--- src/verilog/soc_pkg.sv ---
// SoC fabric shared definitions
package soc_pkg;

	localparam int ARCH_BITS = 32;
	localparam int ADDR_BITS = 30;
	localparam int SEL_BITS = 4;
	localparam int SLV_OFS_BITS = 10;

	// PerInt operation codes
	typedef enum logic [1:0] {
		PI1_OP_NONE = 2'b00,
		PI1_OP_RDWR = 2'b01,
		PI1_OP_WR   = 2'b10,
		PI1_OP_RD   = 2'b11
	} pi1_op_t;

	typedef struct packed {
		pi1_op_t op;
		logic [ADDR_BITS-1:0] addr;
		logic [ARCH_BITS-1:0] data;
		logic [SEL_BITS-1:0] sel;
	} pi1_req_t;

	typedef struct packed {
		logic [ARCH_BITS-1:0] data;
		logic rdy;
	} pi1_rsp_t;

	// Request as seen by a slave, offset is relative to its window
	typedef struct packed {
		logic stb;
		pi1_op_t op;
		logic [SLV_OFS_BITS-1:0] ofs;
		logic [ARCH_BITS-1:0] data;
		logic [SEL_BITS-1:0] sel;
	} slv_req_t;

	localparam int SLV_INTCTRL = 0;
	localparam int SLV_DEVTBL = 1;
	localparam int SLV_COUNT = 2;
	localparam int SLV_INVALID = 2;
	localparam int SLV_IDX_BITS = $clog2(SLV_INVALID + 1);

	// Per slot tables, the default slot sits last
	localparam logic [SLV_INVALID:0][ARCH_BITS-1:0] SLV_MAPSZ = {
		32'h0000_1000,
		32'h0000_1000,
		32'h0000_1000
	};
	localparam logic [SLV_INVALID:0][15:0] SLV_ID = {16'd0, 16'd7, 16'd3};
	localparam logic [SLV_INVALID:0] SLV_USEINTR = 3'b000;

	localparam int DEVTBL_RST_WORD = 63;

	localparam int INTSRC_COUNT = 4;
	localparam int INTSRC_IDX_BITS = 2;
	localparam logic [ARCH_BITS-1:0] INTC_NONE = 32'hFFFF_FFFF;

	localparam int RST_HOLD_CYCLES = 16;
	localparam int RST_CNT_BITS = $clog2(RST_HOLD_CYCLES + 1);

endpackage

--- src/verilog/bus_decoder.sv ---
// PerInt address decoder
`timescale 1ns/1ps

module bus_decoder (
	input  logic clk48mhz_i,
	input  logic rst_p,
	input  soc_pkg::pi1_req_t bus_req_i,
	output soc_pkg::slv_req_t [soc_pkg::SLV_COUNT-1:0] slv_req_o,
	input  soc_pkg::pi1_rsp_t [soc_pkg::SLV_COUNT-1:0] slv_rsp_i,
	output soc_pkg::pi1_rsp_t bus_rsp_o
);

	logic [soc_pkg::ARCH_BITS-1:0] byte_addr;
	logic [soc_pkg::ARCH_BITS-1:0] win_base;
	logic [soc_pkg::ARCH_BITS-1:0] win_ofs;
	logic [soc_pkg::SLV_IDX_BITS-1:0] hit_idx;
	logic [soc_pkg::SLV_INVALID:0] stb_vec;
	logic req_vld;
	logic [soc_pkg::SLV_IDX_BITS-1:0] sel_q;
	logic dflt_rdy_q;

	assign byte_addr = {bus_req_i.addr, {(soc_pkg::ARCH_BITS-soc_pkg::ADDR_BITS){1'b0}}};
	assign req_vld = (bus_req_i.op != soc_pkg::PI1_OP_NONE);

	// Windows are stacked from address 0 in slave order
	always_comb begin
		win_base = '0;
		win_ofs = '0;
		hit_idx = soc_pkg::SLV_IDX_BITS'(soc_pkg::SLV_INVALID);
		for (int s = 0; s < soc_pkg::SLV_COUNT; s++) begin
			if (byte_addr >= win_base && (byte_addr - win_base) < soc_pkg::SLV_MAPSZ[s]) begin
				hit_idx = s[soc_pkg::SLV_IDX_BITS-1:0];
				win_ofs = byte_addr - win_base;
			end
			win_base = win_base + soc_pkg::SLV_MAPSZ[s];
		end
	end

	always_comb begin
		for (int s = 0; s <= soc_pkg::SLV_INVALID; s++) begin
			stb_vec[s] = req_vld && (int'(hit_idx) == s);
		end
		for (int s = 0; s < soc_pkg::SLV_COUNT; s++) begin
			slv_req_o[s].stb = stb_vec[s];
			slv_req_o[s].op = bus_req_i.op;
			slv_req_o[s].ofs = win_ofs[soc_pkg::SLV_OFS_BITS+1:2];
			slv_req_o[s].data = bus_req_i.data;
			slv_req_o[s].sel = bus_req_i.sel;
		end
	end

	// Remember who owes the next response; the default slave answers itself
	always_ff @(posedge clk48mhz_i) begin
		if (rst_p) begin
			sel_q <= soc_pkg::SLV_IDX_BITS'(soc_pkg::SLV_INVALID);
			dflt_rdy_q <= 1'b0;
		end else begin
			dflt_rdy_q <= stb_vec[soc_pkg::SLV_INVALID];
			if (req_vld) begin
				sel_q <= hit_idx;
			end
		end
	end

	// Default slave reads as zero
	always_comb begin
		bus_rsp_o = '0;
		bus_rsp_o.rdy = dflt_rdy_q;
		for (int s = 0; s < soc_pkg::SLV_COUNT; s++) begin
			if (int'(sel_q) == s) begin
				bus_rsp_o = slv_rsp_i[s];
			end
		end
	end

	a_one_strobe: assert property (@(posedge clk48mhz_i) disable iff (rst_p)
		$onehot0(stb_vec));

	for (genvar g = 0; g < soc_pkg::SLV_COUNT; g++) begin : g_rdy_chk
		a_rdy_after_stb: assert property (@(posedge clk48mhz_i) disable iff (rst_p)
			slv_rsp_i[g].rdy |-> $past(stb_vec[g]));
	end

endmodule

--- src/verilog/dev_table.sv ---
// Device descriptor table
`timescale 1ns/1ps

module dev_table (
	input  logic clk48mhz_i,
	input  logic rst_p,
	input  soc_pkg::slv_req_t slv_req_i,
	output soc_pkg::pi1_rsp_t slv_rsp_o,
	output logic sw_rst0_o,
	output logic sw_rst1_o
);

	logic [soc_pkg::SLV_OFS_BITS-2:0] slot;
	logic is_wr;
	logic rst_wr;
	logic [soc_pkg::ARCH_BITS-1:0] rd_data;
	logic [soc_pkg::ARCH_BITS-1:0] rsp_data_q;
	logic rsp_rdy_q;
	logic rst0_q;
	logic rst1_q;

	// Two words per slot, size first, then id and interrupt use
	assign slot = slv_req_i.ofs[soc_pkg::SLV_OFS_BITS-1:1];

	always_comb begin
		rd_data = '0;
		for (int s = 0; s <= soc_pkg::SLV_INVALID; s++) begin
			if (int'(slot) == s) begin
				if (slv_req_i.ofs[0]) begin
					rd_data = {soc_pkg::SLV_ID[s], {(soc_pkg::ARCH_BITS-17){1'b0}},
						soc_pkg::SLV_USEINTR[s]};
				end else begin
					rd_data = soc_pkg::SLV_MAPSZ[s];
				end
			end
		end
	end

	assign is_wr = (slv_req_i.op == soc_pkg::PI1_OP_WR) ||
		(slv_req_i.op == soc_pkg::PI1_OP_RDWR);
	assign rst_wr = slv_req_i.stb && is_wr && (int'(slv_req_i.ofs) == soc_pkg::DEVTBL_RST_WORD);

	always_ff @(posedge clk48mhz_i) begin
		if (rst_p) begin
			rsp_rdy_q <= 1'b0;
			rst0_q <= 1'b0;
			rst1_q <= 1'b0;
		end else begin
			rsp_rdy_q <= slv_req_i.stb;
			if (rst_wr) begin
				rst0_q <= slv_req_i.data[0];
				rst1_q <= slv_req_i.data[1];
			end
		end
	end

	always_ff @(posedge clk48mhz_i) begin
		if (slv_req_i.stb) begin
			rsp_data_q <= rd_data;
		end
	end

	assign slv_rsp_o = '{data: rsp_data_q, rdy: rsp_rdy_q};
	assign sw_rst0_o = rst0_q;
	assign sw_rst1_o = rst1_q;

endmodule

--- src/verilog/intc_regs.sv ---
// Interrupt controller bus register
`timescale 1ns/1ps

module intc_regs (
	input  logic clk48mhz_i,
	input  logic rst_p,
	input  soc_pkg::slv_req_t slv_req_i,
	output soc_pkg::pi1_rsp_t slv_rsp_o,
	input  logic [soc_pkg::INTSRC_IDX_BITS-1:0] best_idx_i,
	input  logic best_vld_i,
	output logic [soc_pkg::INTSRC_COUNT-1:0] ack_o
);

	logic acc_rd;
	logic [soc_pkg::ARCH_BITS-1:0] rd_data;
	logic [soc_pkg::ARCH_BITS-1:0] rsp_data_q;
	logic rsp_rdy_q;

	assign acc_rd = slv_req_i.stb && ((slv_req_i.op == soc_pkg::PI1_OP_RD) ||
		(slv_req_i.op == soc_pkg::PI1_OP_RDWR));

	assign rd_data = best_vld_i ?
		{{(soc_pkg::ARCH_BITS-soc_pkg::INTSRC_IDX_BITS){1'b0}}, best_idx_i} :
		soc_pkg::INTC_NONE;

	// Reading the index also takes the interrupt off that source
	always_comb begin
		ack_o = '0;
		if (acc_rd && best_vld_i) begin
			ack_o[best_idx_i] = 1'b1;
		end
	end

	always_ff @(posedge clk48mhz_i) begin
		if (rst_p) begin
			rsp_rdy_q <= 1'b0;
		end else begin
			rsp_rdy_q <= slv_req_i.stb;
		end
	end

	// writes get an empty answer
	always_ff @(posedge clk48mhz_i) begin
		if (slv_req_i.stb) begin
			rsp_data_q <= acc_rd ? rd_data : '0;
		end
	end

	assign slv_rsp_o = '{data: rsp_data_q, rdy: rsp_rdy_q};

endmodule

--- src/verilog/irq_arbiter.sv ---
// Interrupt priority selection
`timescale 1ns/1ps

module irq_arbiter (
	input  logic clk48mhz_i,
	input  logic rst_p,
	input  logic [soc_pkg::INTSRC_COUNT-1:0] pending_i,
	output logic [soc_pkg::INTSRC_IDX_BITS-1:0] best_idx_o,
	output logic best_vld_o,
	output logic cpu_irq_o
);

	logic cpu_irq_q;

	// Lowest index wins, so scan downward and keep the last hit
	always_comb begin
		best_idx_o = '0;
		for (int i = soc_pkg::INTSRC_COUNT - 1; i >= 0; i--) begin
			if (pending_i[i]) begin
				best_idx_o = i[soc_pkg::INTSRC_IDX_BITS-1:0];
			end
		end
	end

	assign best_vld_o = |pending_i;

	always_ff @(posedge clk48mhz_i) begin
		if (rst_p) begin
			cpu_irq_q <= 1'b0;
		end else begin
			cpu_irq_q <= |pending_i;
		end
	end

	assign cpu_irq_o = cpu_irq_q;

endmodule

--- src/verilog/irq_channel.sv ---
// Interrupt source channel
`timescale 1ns/1ps

module irq_channel (
	input  logic clk48mhz_i,
	input  logic rst_p,
	input  logic rqst_i,
	input  logic ack_i,
	output logic pending_o,
	output logic rdy_o
);

	logic pending_q;
	logic rdy_q;

	// The source still holds its request the cycle after rdy, so ignore it then
	always_ff @(posedge clk48mhz_i) begin
		if (rst_p) begin
			pending_q <= 1'b0;
			rdy_q <= 1'b0;
		end else begin
			rdy_q <= ack_i;
			if (ack_i) begin
				pending_q <= 1'b0;
			end else if (rqst_i && !pending_q && !rdy_q) begin
				pending_q <= 1'b1;
			end
		end
	end

	assign pending_o = pending_q;
	assign rdy_o = rdy_q;

	// Controller must never acknowledge an idle source
	a_ack_pending: assert property (@(posedge clk48mhz_i) disable iff (rst_p)
		ack_i |-> pending_q);

endmodule

--- src/verilog/reset_ctrl.sv ---
// Reset sequencing
`timescale 1ns/1ps

module reset_ctrl (
	input  logic clk48mhz_i,
	input  logic rst_p,
	input  logic sw_rst0_i,
	input  logic sw_rst1_i,
	output logic sys_rst_o,
	output logic powered_off_o
);

	logic warm_rst;
	logic pwr_off;
	logic [soc_pkg::RST_CNT_BITS-1:0] hold_cnt;
	logic pwr_off_q;

	// rst1 alone is warm, both together would be cold which we treat as warm
	assign warm_rst = sw_rst1_i;
	assign pwr_off = sw_rst0_i && !sw_rst1_i;

	// Hold-off counter, reloaded by every reset cause
	always_ff @(posedge clk48mhz_i) begin
		if (rst_p || warm_rst || pwr_off) begin
			hold_cnt <= soc_pkg::RST_CNT_BITS'(soc_pkg::RST_HOLD_CYCLES);
		end else if (hold_cnt != '0) begin
			hold_cnt <= hold_cnt - 1'b1;
		end
	end

	// Power-off stays latched until the external reset
	always_ff @(posedge clk48mhz_i) begin
		if (rst_p) begin
			pwr_off_q <= 1'b0;
		end else if (pwr_off) begin
			pwr_off_q <= 1'b1;
		end
	end

	assign sys_rst_o = (hold_cnt != '0) || pwr_off_q;
	assign powered_off_o = pwr_off_q;

	// Once off, the system stays off and in reset until rst_p
	a_pwr_off_hold: assert property (@(posedge clk48mhz_i)
		powered_off_o && !rst_p |=> powered_off_o && sys_rst_o);

endmodule

--- src/verilog/soc_top.sv ---
// SoC control core top level
`timescale 1ns/1ps

module soc_top (
	input  logic clk48mhz_i,
	input  logic rst_p,
	input  soc_pkg::pi1_req_t bus_req_i,
	output soc_pkg::pi1_rsp_t bus_rsp_o,
	input  logic [soc_pkg::INTSRC_COUNT-1:0] src_rqst_i,
	output logic [soc_pkg::INTSRC_COUNT-1:0] src_rdy_o,
	output logic cpu_irq_o,
	output logic sys_rst_o,
	output logic powered_off_o
);

	soc_pkg::slv_req_t [soc_pkg::SLV_COUNT-1:0] slv_req;
	soc_pkg::pi1_rsp_t [soc_pkg::SLV_COUNT-1:0] slv_rsp;

	logic sw_rst0;
	logic sw_rst1;

	logic [soc_pkg::INTSRC_COUNT-1:0] intc_ack;
	logic [soc_pkg::INTSRC_COUNT-1:0] irq_pending;
	logic [soc_pkg::INTSRC_IDX_BITS-1:0] best_idx;
	logic best_vld;

	reset_ctrl u_reset_ctrl (
		.clk48mhz_i    (clk48mhz_i),
		.rst_p         (rst_p),
		.sw_rst0_i     (sw_rst0),
		.sw_rst1_i     (sw_rst1),
		.sys_rst_o     (sys_rst_o),
		.powered_off_o (powered_off_o)
	);

	// Everything past the reset controller runs on the sequenced reset
	bus_decoder u_bus_decoder (
		.clk48mhz_i (clk48mhz_i),
		.rst_p      (sys_rst_o),
		.bus_req_i  (bus_req_i),
		.slv_req_o  (slv_req),
		.slv_rsp_i  (slv_rsp),
		.bus_rsp_o  (bus_rsp_o)
	);

	dev_table u_dev_table (
		.clk48mhz_i (clk48mhz_i),
		.rst_p      (sys_rst_o),
		.slv_req_i  (slv_req[soc_pkg::SLV_DEVTBL]),
		.slv_rsp_o  (slv_rsp[soc_pkg::SLV_DEVTBL]),
		.sw_rst0_o  (sw_rst0),
		.sw_rst1_o  (sw_rst1)
	);

	intc_regs u_intc_regs (
		.clk48mhz_i (clk48mhz_i),
		.rst_p      (sys_rst_o),
		.slv_req_i  (slv_req[soc_pkg::SLV_INTCTRL]),
		.slv_rsp_o  (slv_rsp[soc_pkg::SLV_INTCTRL]),
		.best_idx_i (best_idx),
		.best_vld_i (best_vld),
		.ack_o      (intc_ack)
	);

	for (genvar g = 0; g < soc_pkg::INTSRC_COUNT; g++) begin : g_irq_chan
		irq_channel u_irq_channel (
			.clk48mhz_i (clk48mhz_i),
			.rst_p      (sys_rst_o),
			.rqst_i     (src_rqst_i[g]),
			.ack_i      (intc_ack[g]),
			.pending_o  (irq_pending[g]),
			.rdy_o      (src_rdy_o[g])
		);
	end

	irq_arbiter u_irq_arbiter (
		.clk48mhz_i (clk48mhz_i),
		.rst_p      (sys_rst_o),
		.pending_i  (irq_pending),
		.best_idx_o (best_idx),
		.best_vld_o (best_vld),
		.cpu_irq_o  (cpu_irq_o)
	);

endmodule
--- config.mk ---
export PLATFORM = sky130hd
export DESIGN_NAME = soc_top
export DESIGN_NICKNAME = d
export VERILOG_FILES = /design/src/verilog/soc_pkg.sv /design/src/verilog/bus_decoder.sv /design/src/verilog/dev_table.sv /design/src/verilog/intc_regs.sv /design/src/verilog/irq_arbiter.sv /design/src/verilog/irq_channel.sv /design/src/verilog/reset_ctrl.sv /design/src/verilog/soc_top.sv
export SDC_FILE = /design/constraint.sdc
export NUM_CORES = 1
export LEC_CHECK = 0
export ABC_CLOCK_PERIOD_IN_PS = 2400
export BUFFER_PORTS_ARGS = -buffer_cell sky130_fd_sc_hd__buf_2
export CAP_MARGIN = 5
export CORE_UTILIZATION = 30
export DETAILED_ROUTE_END_ITERATION = 8
export PLACE_DENSITY = 0.66
export SLEW_MARGIN = 20
export SYNTH_ARGS = -nofsm -noshare
export SYNTH_HDL_FRONTEND = slang
export SYNTH_SLANG_ARGS = --single-unit
--- constraint.sdc ---
create_clock -name clk48mhz_i -period 2.4 [get_ports clk48mhz_i]
set_input_delay 0.48 -clock clk48mhz_i [delete_from_list [all_inputs] [get_ports clk48mhz_i]]
set_output_delay 0.48 -clock clk48mhz_i [all_outputs]
set_load 0.02 [all_outputs]
==> results of run 1 <==
-- state kept, by name, summed over array words and instances (netlist names) --
name / count
g_irq_chan.u_irq_channel.pending_o: 4
u_bus_decoder.dflt_rdy_q: 1
u_bus_decoder.sel_q: 2
u_dev_table.rsp_data_q: 3
u_reset_ctrl.hold_cnt: 5
u_irq_arbiter.cpu_irq_o: 1
u_intc_regs.rsp_data_q: 3
u_dev_table.sw_rst1_o: 1
u_dev_table.rsp_rdy_q: 1
u_dev_table.sw_rst0_o: 1
g_irq_chan.u_irq_channel.rdy_o: 4
u_intc_regs.rsp_rdy_q: 1
u_reset_ctrl.powered_off_o: 1
-- final cells by class --
class | count | area share (%)
Multi-Input combinational cell | 99 | 34.5
Timing Repair Buffer | 85 | 23.2
Tap cell | 67 | 4.41
Inverter | 9 | 1.78
Sequential cell | 28 | 32.7
Clock buffer | 4 | 3.49
-- power breakdown --
group          internal [mW]  total, mW  switching (mW)
combinational          0.151      0.305           0.154
clock                  0.182      0.327           0.146
sequential             0.529      0.570          0.0401
total                  0.862       1.20           0.339
-- cells by family (layout without fill, tap and decap cells) --
family,Yosys count,after routing,share of synthesized area [%]
AOI/OAI and AO/OA,15,15,6.89
xor gates and xnor gates,3,3,1.68
muxes,3,3,1.92
buffers and inverters,43,98,18.6
and+or+nand+nor,74,74,28.0
adders and majority gates,4,4,3.20
DFF,28,28,39.7
-- what timing repair did --
| action | CTS | global route |
|---|---|---|
| cloned | 0 | 0 |
| pin swaps | 0 | 1 |
| resized for setup | 1 | 0 |
| setup buffers | 0 | 1 |
| setup endpoints to repair | 1 | 1 |
-- path summary, 6_finish.rpt --
path	to	slack, ps	cells after the start
hold / removal	u_reset_ctrl.powered_off_o$_SDFFE_PP0P_	360	2
setup / recovery	sys_rst_o	110	6
hold reg to reg	u_reset_ctrl.hold_cnt[4]$_SDFFE_PP1P_	460	2
setup reg to reg	g_irq_chan[1].u_irq_channel.pending_o$_SDFFE_PP0P_	460	8
-- metal layers --
metal / up-vias / track usage, % / wire length [um]
li1: 668 / - / -
met1: 563 / 12.3 / 1240
met2: 64 / 19.0 / 1440
met3: 2 / 1.49 / 204
met4: 0 / 5.13 / 36
met5: - / 0 / 0
-- cell usage in the layout (no fill, tap or decap), drive strengths merged --
master and instances:
o211a 1, o221a 3, a31o 1, or4b 1, o21ai 2, nand2b 2
nor4 8, or4 3, and3 1, and4 2, and2 6, xnor2 3
nor3 11, ha 4, nand3 4, nor3b 1, nand4b 1, clkbuf 4
nand4 1, nor4b 1, nand2 17, dfxtp 22, nor2b 3, mux2i 3
nor2 12, edfxtp 6, a21o 2, buf 85, inv 9, a21oi 6
-- synthesized netlist by cell type, types with 2 or more instances --
cell / instances
a21o_1: 2
a21oi_1: 6
and2_1: 5
and4_1: 2
buf_4: 30
buf_6: 2
dfxtp_1: 22
edfxtp_1: 6
ha_1: 4
inv_1: 8
mux2i_1: 3
nand2_1: 16
nand2b_1: 2
nand3_1: 4
nor2_1: 10
nor2b_1: 3
nor3_1: 11
nor4_1: 7
o21ai_0: 2
o221a_2: 3
or4_4: 2
xnor2_1: 3
-- critical path, stage by stage, from the launching register on --
cell	delay [ps]
dfxtp_1	330
inv_1	90
ha_1	210
or4b_4	550
nor2_8	160
inv_2	50
buf_2	150
==> results.md, run 1 <==
* Outcome: finished, final reports clean
* Top_reg_cell synth: dfxtp_1
* Wirelength, routed at 2.92 mm
* Fmax at 437 MHz
* Pleak at 0.911 nW
* Count of antenna-violating nets left after detailed routing at 0
* Final Max Tran Viols at 0
* Largest area contributor in the netlist: dfxtp_1
* Share of cells above drive strength 1 at 46.2%
* EDFF count, synth at 6
* Worst Path Arrival at 1810 ps
* N_diodes at 0
* Tot Pwr at 1.20 mW
* Synth Net Count at 248
* Seq/Total Area, Yosys at 39.7%
* First-pass GRT wire length at 4.45 mm
* Worst relative slew slack at 63.2%
* Port buffer count at 79
* Ys async rst share at 0%
* Num ports at 114
* Clk Latency, worst-skew pair at 280 ps
* Top cell type's share of synthesized area at 28.2%
* Flops & latches, synth at 28
* Drt drc at 0
* Setup WS post-layout at 111 ps
* Placed Cells at 287
* Worst hold path type: in2reg
* Global route total overflow at 0
* CP startpoint kind: flip-flop
* CTS tree: done
* Setup_tns at 0 ps
* Gpl congestion at 0.741
* CTS Hold Bufs at 0
* Placement Rows at 25
* FF/Latch Area at 621 sq um
* Vias in the first global route at 1062
* Initial antenna violation count at 0
* Setup crit end kind: output pin
* Tightest Pin Transition at 553 ps
* Root buf cell: clkbuf_8
* DR vias at 1297
* Max Cap Viol at 0
* Design area at 1900 sq um
* Power Dens Cells at 632 nW/um^2
* Htree depth at 1
* Mapped Cells at 170
* Largest net degree at the start of global routing at 27
* Setup violators final at 0
* Area Overhead vs Synth at 21.6%
* Final hold slack at 358 ps
* Die Wd at 74.2 um
* Initial drt markers at 12
* Fill count at 495
* Largest fanout on the critical path at 5
* Avg Cell Area, Syn at 9.19 sq um
* Routed len/inst at 9.98 um
* Vias per cell at 4.44
* Worst Skew at 7.76 ps
* CTS max path bufs at 2
* CTS Sinks at 28
* Fin cells at 292
* Reg-to-Reg Start: u_reset_ctrl.hold_cnt[0]$_SDFFE_PP0P_
* Final Cycle Share at 95.4%
* CTS Buf Count at 3
* Die area at 5500 sq um
* DP HPWL at 2.36 mm
* Worst Setup Path Type: reg2out
* Unrepaired setup endpoints after global routing: no
* Multi-input combinational cell area at 656 sq um
* Chip height at 74.2 um
* CORE AREA at 4880 sq um
* Hold path start: rst_p
* Initial core utilization at 32.0%
* VDD IR-drop max at 0.197 mV
* Pre-antenna DRT Iters at 4
* Fin nets at 304
* Mapped Area at 1560 sq um
* Hold Fails Final Rpt at 0
* DP Area at 1820 sq um
* Top cells by area, synth: dfxtp_1 (28%), buf_4 (14%), edfxtp_1 (12%), nand2_1 (3.8%), nor3_1 (3.5%)
* Final min period at 2290 ps
* Crit. Startpoint: u_reset_ctrl.hold_cnt[0]$_SDFFE_PP0P_
* Synth cell types at 39
* Yosys warnings at 0
* CTS clk-pin slew, worst paths at 100 ps
* Worst slack at placement at 196 ps
* Final core utilization at 38.9%
* Crit path required time at 1920 ps
* Total track usage at 10.6%
Power figures use the tool's default switching activity.
==> inputs of run 2 (changes only) <==
- PLACE_DENSITY: 0.66 -> 0.57
- SKIP_CTS_REPAIR_TIMING: default -> 1
- SYNTH_HIERARCHICAL: default -> 1
==> run 2 against run 1 <==
  * Setup slack lost 12 ps
  * Final area grew 41%
  * Fmax shrank 0.50%
  * Power grew 8.5%
  * Register-to-register slack lost 190 ps
  * Die area grew 56%
  * Clock power grew 11%
  * Synthesized cell count grew 76%
  * Critical path type unchanged
  * Largest cell class unchanged
==> results.md, run 2 <==
* N_diodes at 0 (unchanged)
* Final hold slack at 379 ps (+20.9 ps)
* CTS tree: done
* Worst slack at placement at 11.2 ps (-184 ps)
* Worst Skew at 3.63 ps (-4.13 ps)
* Unrepaired setup endpoints after global routing: no
* FF/Latch Area at 622 sq um (+0.20%)
* Initial drt markers at 19 (+7)
* Gpl congestion at 0.793 (+7.0%)
* WP buf/inv at 2 (-1)
* Final Cycle Share at 95.8% (+0.48 points)
* Area Overhead vs Synth at 8.99%
* Fmax at 435 MHz (-0.50%)
* Mapped Area at 2460 sq um (+58%)
* Final Max Tran Viols at 0 (unchanged)
* CP startpoint kind: flip-flop
* CP delay by family, top: simple AND/OR/NAND/NOR gates
* Setup_tns at 0 ps (unchanged)
* First-pass GRT wire length at 6.85 mm (+54%)
* Max Cap Viol at 0 (unchanged)
* Global route total overflow at 0 (unchanged)
* Largest fanout on the critical path at 8 (+3)
* Setup WS post-layout at 99.8 ps (-11.6 ps)
* Multi-input combinational cell area at 1260 sq um (+92%)
* Yosys warnings at 6 (+6)
* Initial core utilization at 31.4% (-0.65 points)
* Slowest Stage Delay on Critical Path at 480 ps (-70 ps)
* CORE AREA at 7850 sq um (+61%)
* Avg Cell Area, Syn at 8.24 sq um (-10%)
* Largest net degree at the start of global routing at 36 (+33%)
* Hold Fails Final Rpt at 0 (unchanged)
* Crit-path cells: inv_1 -> ha_1 -> or4b_1 -> or2_4 -> buf_2
* Fin cells at 438 (+50%)
* CTS Sinks at 28 (unchanged)
* Drt drc at 0 (unchanged)
* Design area at 2680 sq um (+41%)
* Most frequent cells in the layout: buf_2 (79), nor2_1 (47), mux2i_1 (36), conb_1 (28), dfxtp_1 (21)
* Worst Setup Path Type: reg2out
* CTS max path bufs at 2 (unchanged)
* Vias in the first global route at 1604 (+51%)
* DP Area at 2610 sq um (+43%)
* Power Dens Cells at 486 nW/um^2 (-23%)
* Clk Latency, worst-skew pair at 270 ps (about the same)
* Root buf cell: clkbuf_8
* Htree depth at 1 (unchanged)
* Max FFs per register at 5 (unchanged)
* CTS Buf Count at 3 (unchanged)
* Count of antenna-violating nets left after detailed routing at 0 (unchanged)
* Final min period at 2300 ps (+11.6 ps)
* Chip height at 92.6 um (+25%)
* Fin nets at 413 (+36%)
* Mapped Cells at 299 (+76%)
* CP max stage cell: or4b_1
* Register with the most flip-flops: u_reset_ctrl/hold_cnt
* Vias per cell at 4.05 (-8.7%)
* Placed Cells at 434 (+51%)
* Total track usage at 9.75% (-0.82 points)
* Outcome: finished, final reports clean
* Worst hold path type: in2reg
* Die area at 8570 sq um (+56%)
* Pleak at 1.12 nW (+23%)
* Fill count at 858 (+73%)
* Pre-antenna DRT Iters at 4 (unchanged)
* Placement Rows at 32 (+28%)
* Port buffer count at 79 (unchanged)
* DR vias at 1776 (+37%)
* Final core utilization at 34.2% (-4.7 points)
* Setup violators final at 0 (unchanged)
* Worst Path Arrival at 1820 ps (about the same)
* Setup crit end kind: output pin
* Tot Pwr at 1.30 mW (+8.5%)
* Routed len/inst at 9.10 um (-8.9%)
* Most common cell after layout, fill and taps aside: buf_2
* DP HPWL at 3.16 mm (+34%)
* Die Wd at 92.6 um (+25%)
* Wirelength, routed at 3.98 mm (+37%)
* Share of cells above drive strength 1 at 34.5% (-12 points)
* CTS clk-pin slew, worst paths at 90 ps (about the same)
* Num ports at 114 (unchanged)
* Initial antenna violation count at 0 (unchanged)
* Crit path required time at 1920 ps (about the same)
* VDD IR-drop max at 0.328 mV (+67%)
-- run 2: layer usage --
| metal | vias to the layer above | track usage, % | part of all wire, % |
|---|---|---|---|
| met5 | - | 0 | 0 |
| met4 | 0 | 2.73 | 0.73 |
| met1 | 762 | 12.6 | 49 |
| met3 | 2 | 1.15 | 6.1 |
| li1 | 953 | - | - |
| met2 | 59 | 17.0 | 44 |
-- run 2: area by class of cell --
class,instances,area share [%]
clock buffer,3,1.54
clock inverter,1,1.12
inverter,16,2.24
multi-input combinational,194,46.9
sequential,28,23.2
tap,102,4.76
timing repair buffer,94,20.3
-- run 2: power by group --
group	internal [mW]	leakage [nW]	switching [mW]
Combinational	0.194	0.845	0.178
Sequential	0.530	0.240	0.0380
Clock	0.223	0.0357	0.140
-- run 2: worst register-to-register path, cell delays in order (launching register included) --
cell and delay, ps:
dfxtp_1 320, inv_1 110, ha_1 180, or4b_1 480, or2_4 290, or3b_2 470, o31ai_1 190
-- run 2: final timing paths --
kind	start	to	slack [ps]	cells past startpoint
hold reg to reg	u_dev_table/sw_rst0_o$_SDFFE_PP0P_	u_dev_table/sw_rst0_o$_SDFFE_PP0P_	500	2
setup reg to reg	u_reset_ctrl/hold_cnt[0]$_SDFFE_PP0P_	u_bus_decoder/sel_q[0]$_SDFFE_PP0P_	270	6
setup / recovery	u_reset_ctrl/hold_cnt[0]$_SDFFE_PP0P_	sys_rst_o	100	5
hold / removal	rst_p	u_reset_ctrl/powered_off_o$_SDFFE_PP0P_	380	2
==> inputs of run 3 (changes only) <==
- CORE_UTILIZATION: 30 -> 50
- PLACE_DENSITY: 0.57 -> 0.85
==> run 3 against run 2 <==
  * First-iteration DRC count grew 120%
  * Sequential share of layout area up 0.78 points
  * Die area decreased by 39%
  * Final cell count down 8.7%
  * Largest cell class unchanged
  * Highest routed layer unchanged
==> results.md, run 3 (synthesis gave the netlist of run 2 again) <==
* Chip height at 72.2 um (-22%)
* CTS tree: done
* N_diodes at 0 (unchanged)
* First-pass GRT wire length at 6.31 mm (-8.0%)
* Fin cells at 400 (-8.7%)
* Root buf cell: clkbuf_8
* Pleak at 1.10 nW (-2.3%)
* Most common cell after layout, fill and taps aside: buf_2
* Worst Path Arrival at 1840 ps (+20 ps)
* CTS Sinks at 28 (unchanged)
* Final Max Tran Viols at 0 (unchanged)
* Die area at 5210 sq um (-39%)
* Worst hold path type: in2reg
* Final min period at 2320 ps (+20.7 ps)
* Largest net degree at the start of global routing at 35 (-2.8%)
* Drt drc at 0 (unchanged)
* Routed len/inst at 9.78 um (+7.5%)
* Register with the most flip-flops: u_reset_ctrl/hold_cnt
* Most frequent cells in the layout: buf_2 (79), nor2_1 (47), mux2i_1 (36), conb_1 (28), dfxtp_1 (21)
* Vias in the first global route at 1584 (-1.2%)
* Gpl congestion at 0.737 (-7.1%)
* Pre-antenna DRT Iters at 5 (+1)
* Max FFs per register at 5 (unchanged)
* Power Dens Cells at 506 nW/um^2 (+4.2%)
* Setup_tns at 0 ps (unchanged)
* Max Cap Viol at 0 (unchanged)
* Crit. Startpoint: u_reset_ctrl/hold_cnt[0]$_SDFFE_PP0P_
* CTS Buf Count at 3 (unchanged)
* Port buffer count at 79 (unchanged)
* CTS max path bufs at 2 (unchanged)
* Reg2Reg Depth at 6 (unchanged)
* Clk Latency, worst-skew pair at 270 ps (about the same)
* Total track usage at 14.8% (+5.0 points)
* Die Wd at 72.2 um (-22%)
* DP HPWL at 3.09 mm (-2.2%)
* Setup violators final at 0 (unchanged)
* Design area at 2600 sq um (-3.3%)
* Unrepaired setup endpoints after global routing: no
* Reg-to-Reg Start: u_reset_ctrl/hold_cnt[0]$_SDFFE_PP0P_
* Htree depth at 1 (unchanged)
* Area Overhead vs Synth at 5.44%
* Setup crit end kind: output pin
* FF-to-FF setup slack at 230 ps (-40 ps)
* Initial antenna violation count at 0 (unchanged)
* Num ports at 114 (unchanged)
* DP Area at 2520 sq um (-3.5%)
* Outcome: finished, final reports clean
* Final hold slack at 379 ps (+0.436 ps)
* Tot Pwr at 1.31 mW (+0.85%)
* CORE AREA at 4720 sq um (-40%)
* Largest fanout on the critical path at 5 (-3)
* Setup WS post-layout at 79.1 ps (-20.7 ps)
* CTS clk-pin slew, worst paths at 90 ps (about the same)
* Worst r2r dst: u_bus_decoder/sel_q[0]$_SDFFE_PP0P_
* DR vias at 1834 (+3.3%)
* Count of antenna-violating nets left after detailed routing at 0 (unchanged)
* Hold Fails Final Rpt at 0 (unchanged)
* Fmax at 431 MHz (-0.89%)
* Fin nets at 410 (-0.73%)
* Worst Setup Path Type: reg2out
* Crit path required time at 1920 ps (about the same)
* Initial drt markers at 42 (+23)
* Final Cycle Share at 96.7% (+0.86 points)
* CP startpoint kind: flip-flop
* Worst setup endpoint: sys_rst_o
* Placed Cells at 396 (-8.8%)
* Placement Rows at 25 (-22%)
* VDD IR-drop max at 0.445 mV (+36%)
* Initial core utilization at 52.1% (+21 points)
* Hold depth at 2 (unchanged)
* Wirelength, routed at 3.91 mm (-1.9%)
* Share of cells above drive strength 1 at 34.2% (-0.29 points)
* Vias per cell at 4.59 (+13%)
* Hold path start: rst_p
* Worst Skew at 7.74 ps (+4.11 ps)
* Global route total overflow at 0 (unchanged)
* Final core utilization at 55.0% (+21 points)
* Worst slack at placement at -64.4 ps (-75.5 ps)
==> run 3: power by group <==
part / total, mW / switching, mW / internal, mW
registers: 0.574 / 0.0437 / 0.530
clock network: 0.356 / 0.134 / 0.223
logic: 0.385 / 0.191 / 0.194
==> run 3: cell type report <==
class / instances / area (sq um)
well taps: 67 / 83.8
fillers: 448 / 2130
repair buffers: 91 / 498
clock inverters: 1 / 30.0
clock buffers: 3 / 41.3
flip-flops and latches: 28 / 622
multi-input cells: 194 / 1260
inverters: 16 / 60.1
==> run 3: worst max-delay path, cell delays in order (launching register included) <==
cell and delay [ps]:
dfxtp_1 330, inv_1 110, ha_1 180, or4b_4 510
or2_4 270, buf_2 160
==> run 3: worst min-delay path by stage <==
stage and end:
2_1_floorplan u_reset_ctrl/hold_cnt[4]$_SDFFE_PP1P_, 3_3_place_gp u_reset_ctrl/hold_cnt[4]$_SDFFE_PP1P_, 3_5_place_dp u_reset_ctrl/hold_cnt[4]$_SDFFE_PP1P_, 4_1_cts u_reset_ctrl/powered_off_o$_SDFFE_PP0P_
5_1_grt u_reset_ctrl/powered_off_o$_SDFFE_PP0P_, 6_report u_reset_ctrl/powered_off_o$_SDFFE_PP0P_
==> run 3: routing by layer <==
layer / up-vias / share of wire (%) / wire (um) / GRT usage (%)
li1: 946 / - / - / -
met1: 807 / 43 / 1700 / 16.9
met2: 77 / 49 / 1920 / 28.6
met3: 4 / 6.4 / 251 / 1.81
met4: 0 / 0.97 / 38 / 3.92
met5: - / 0 / 0 / 0
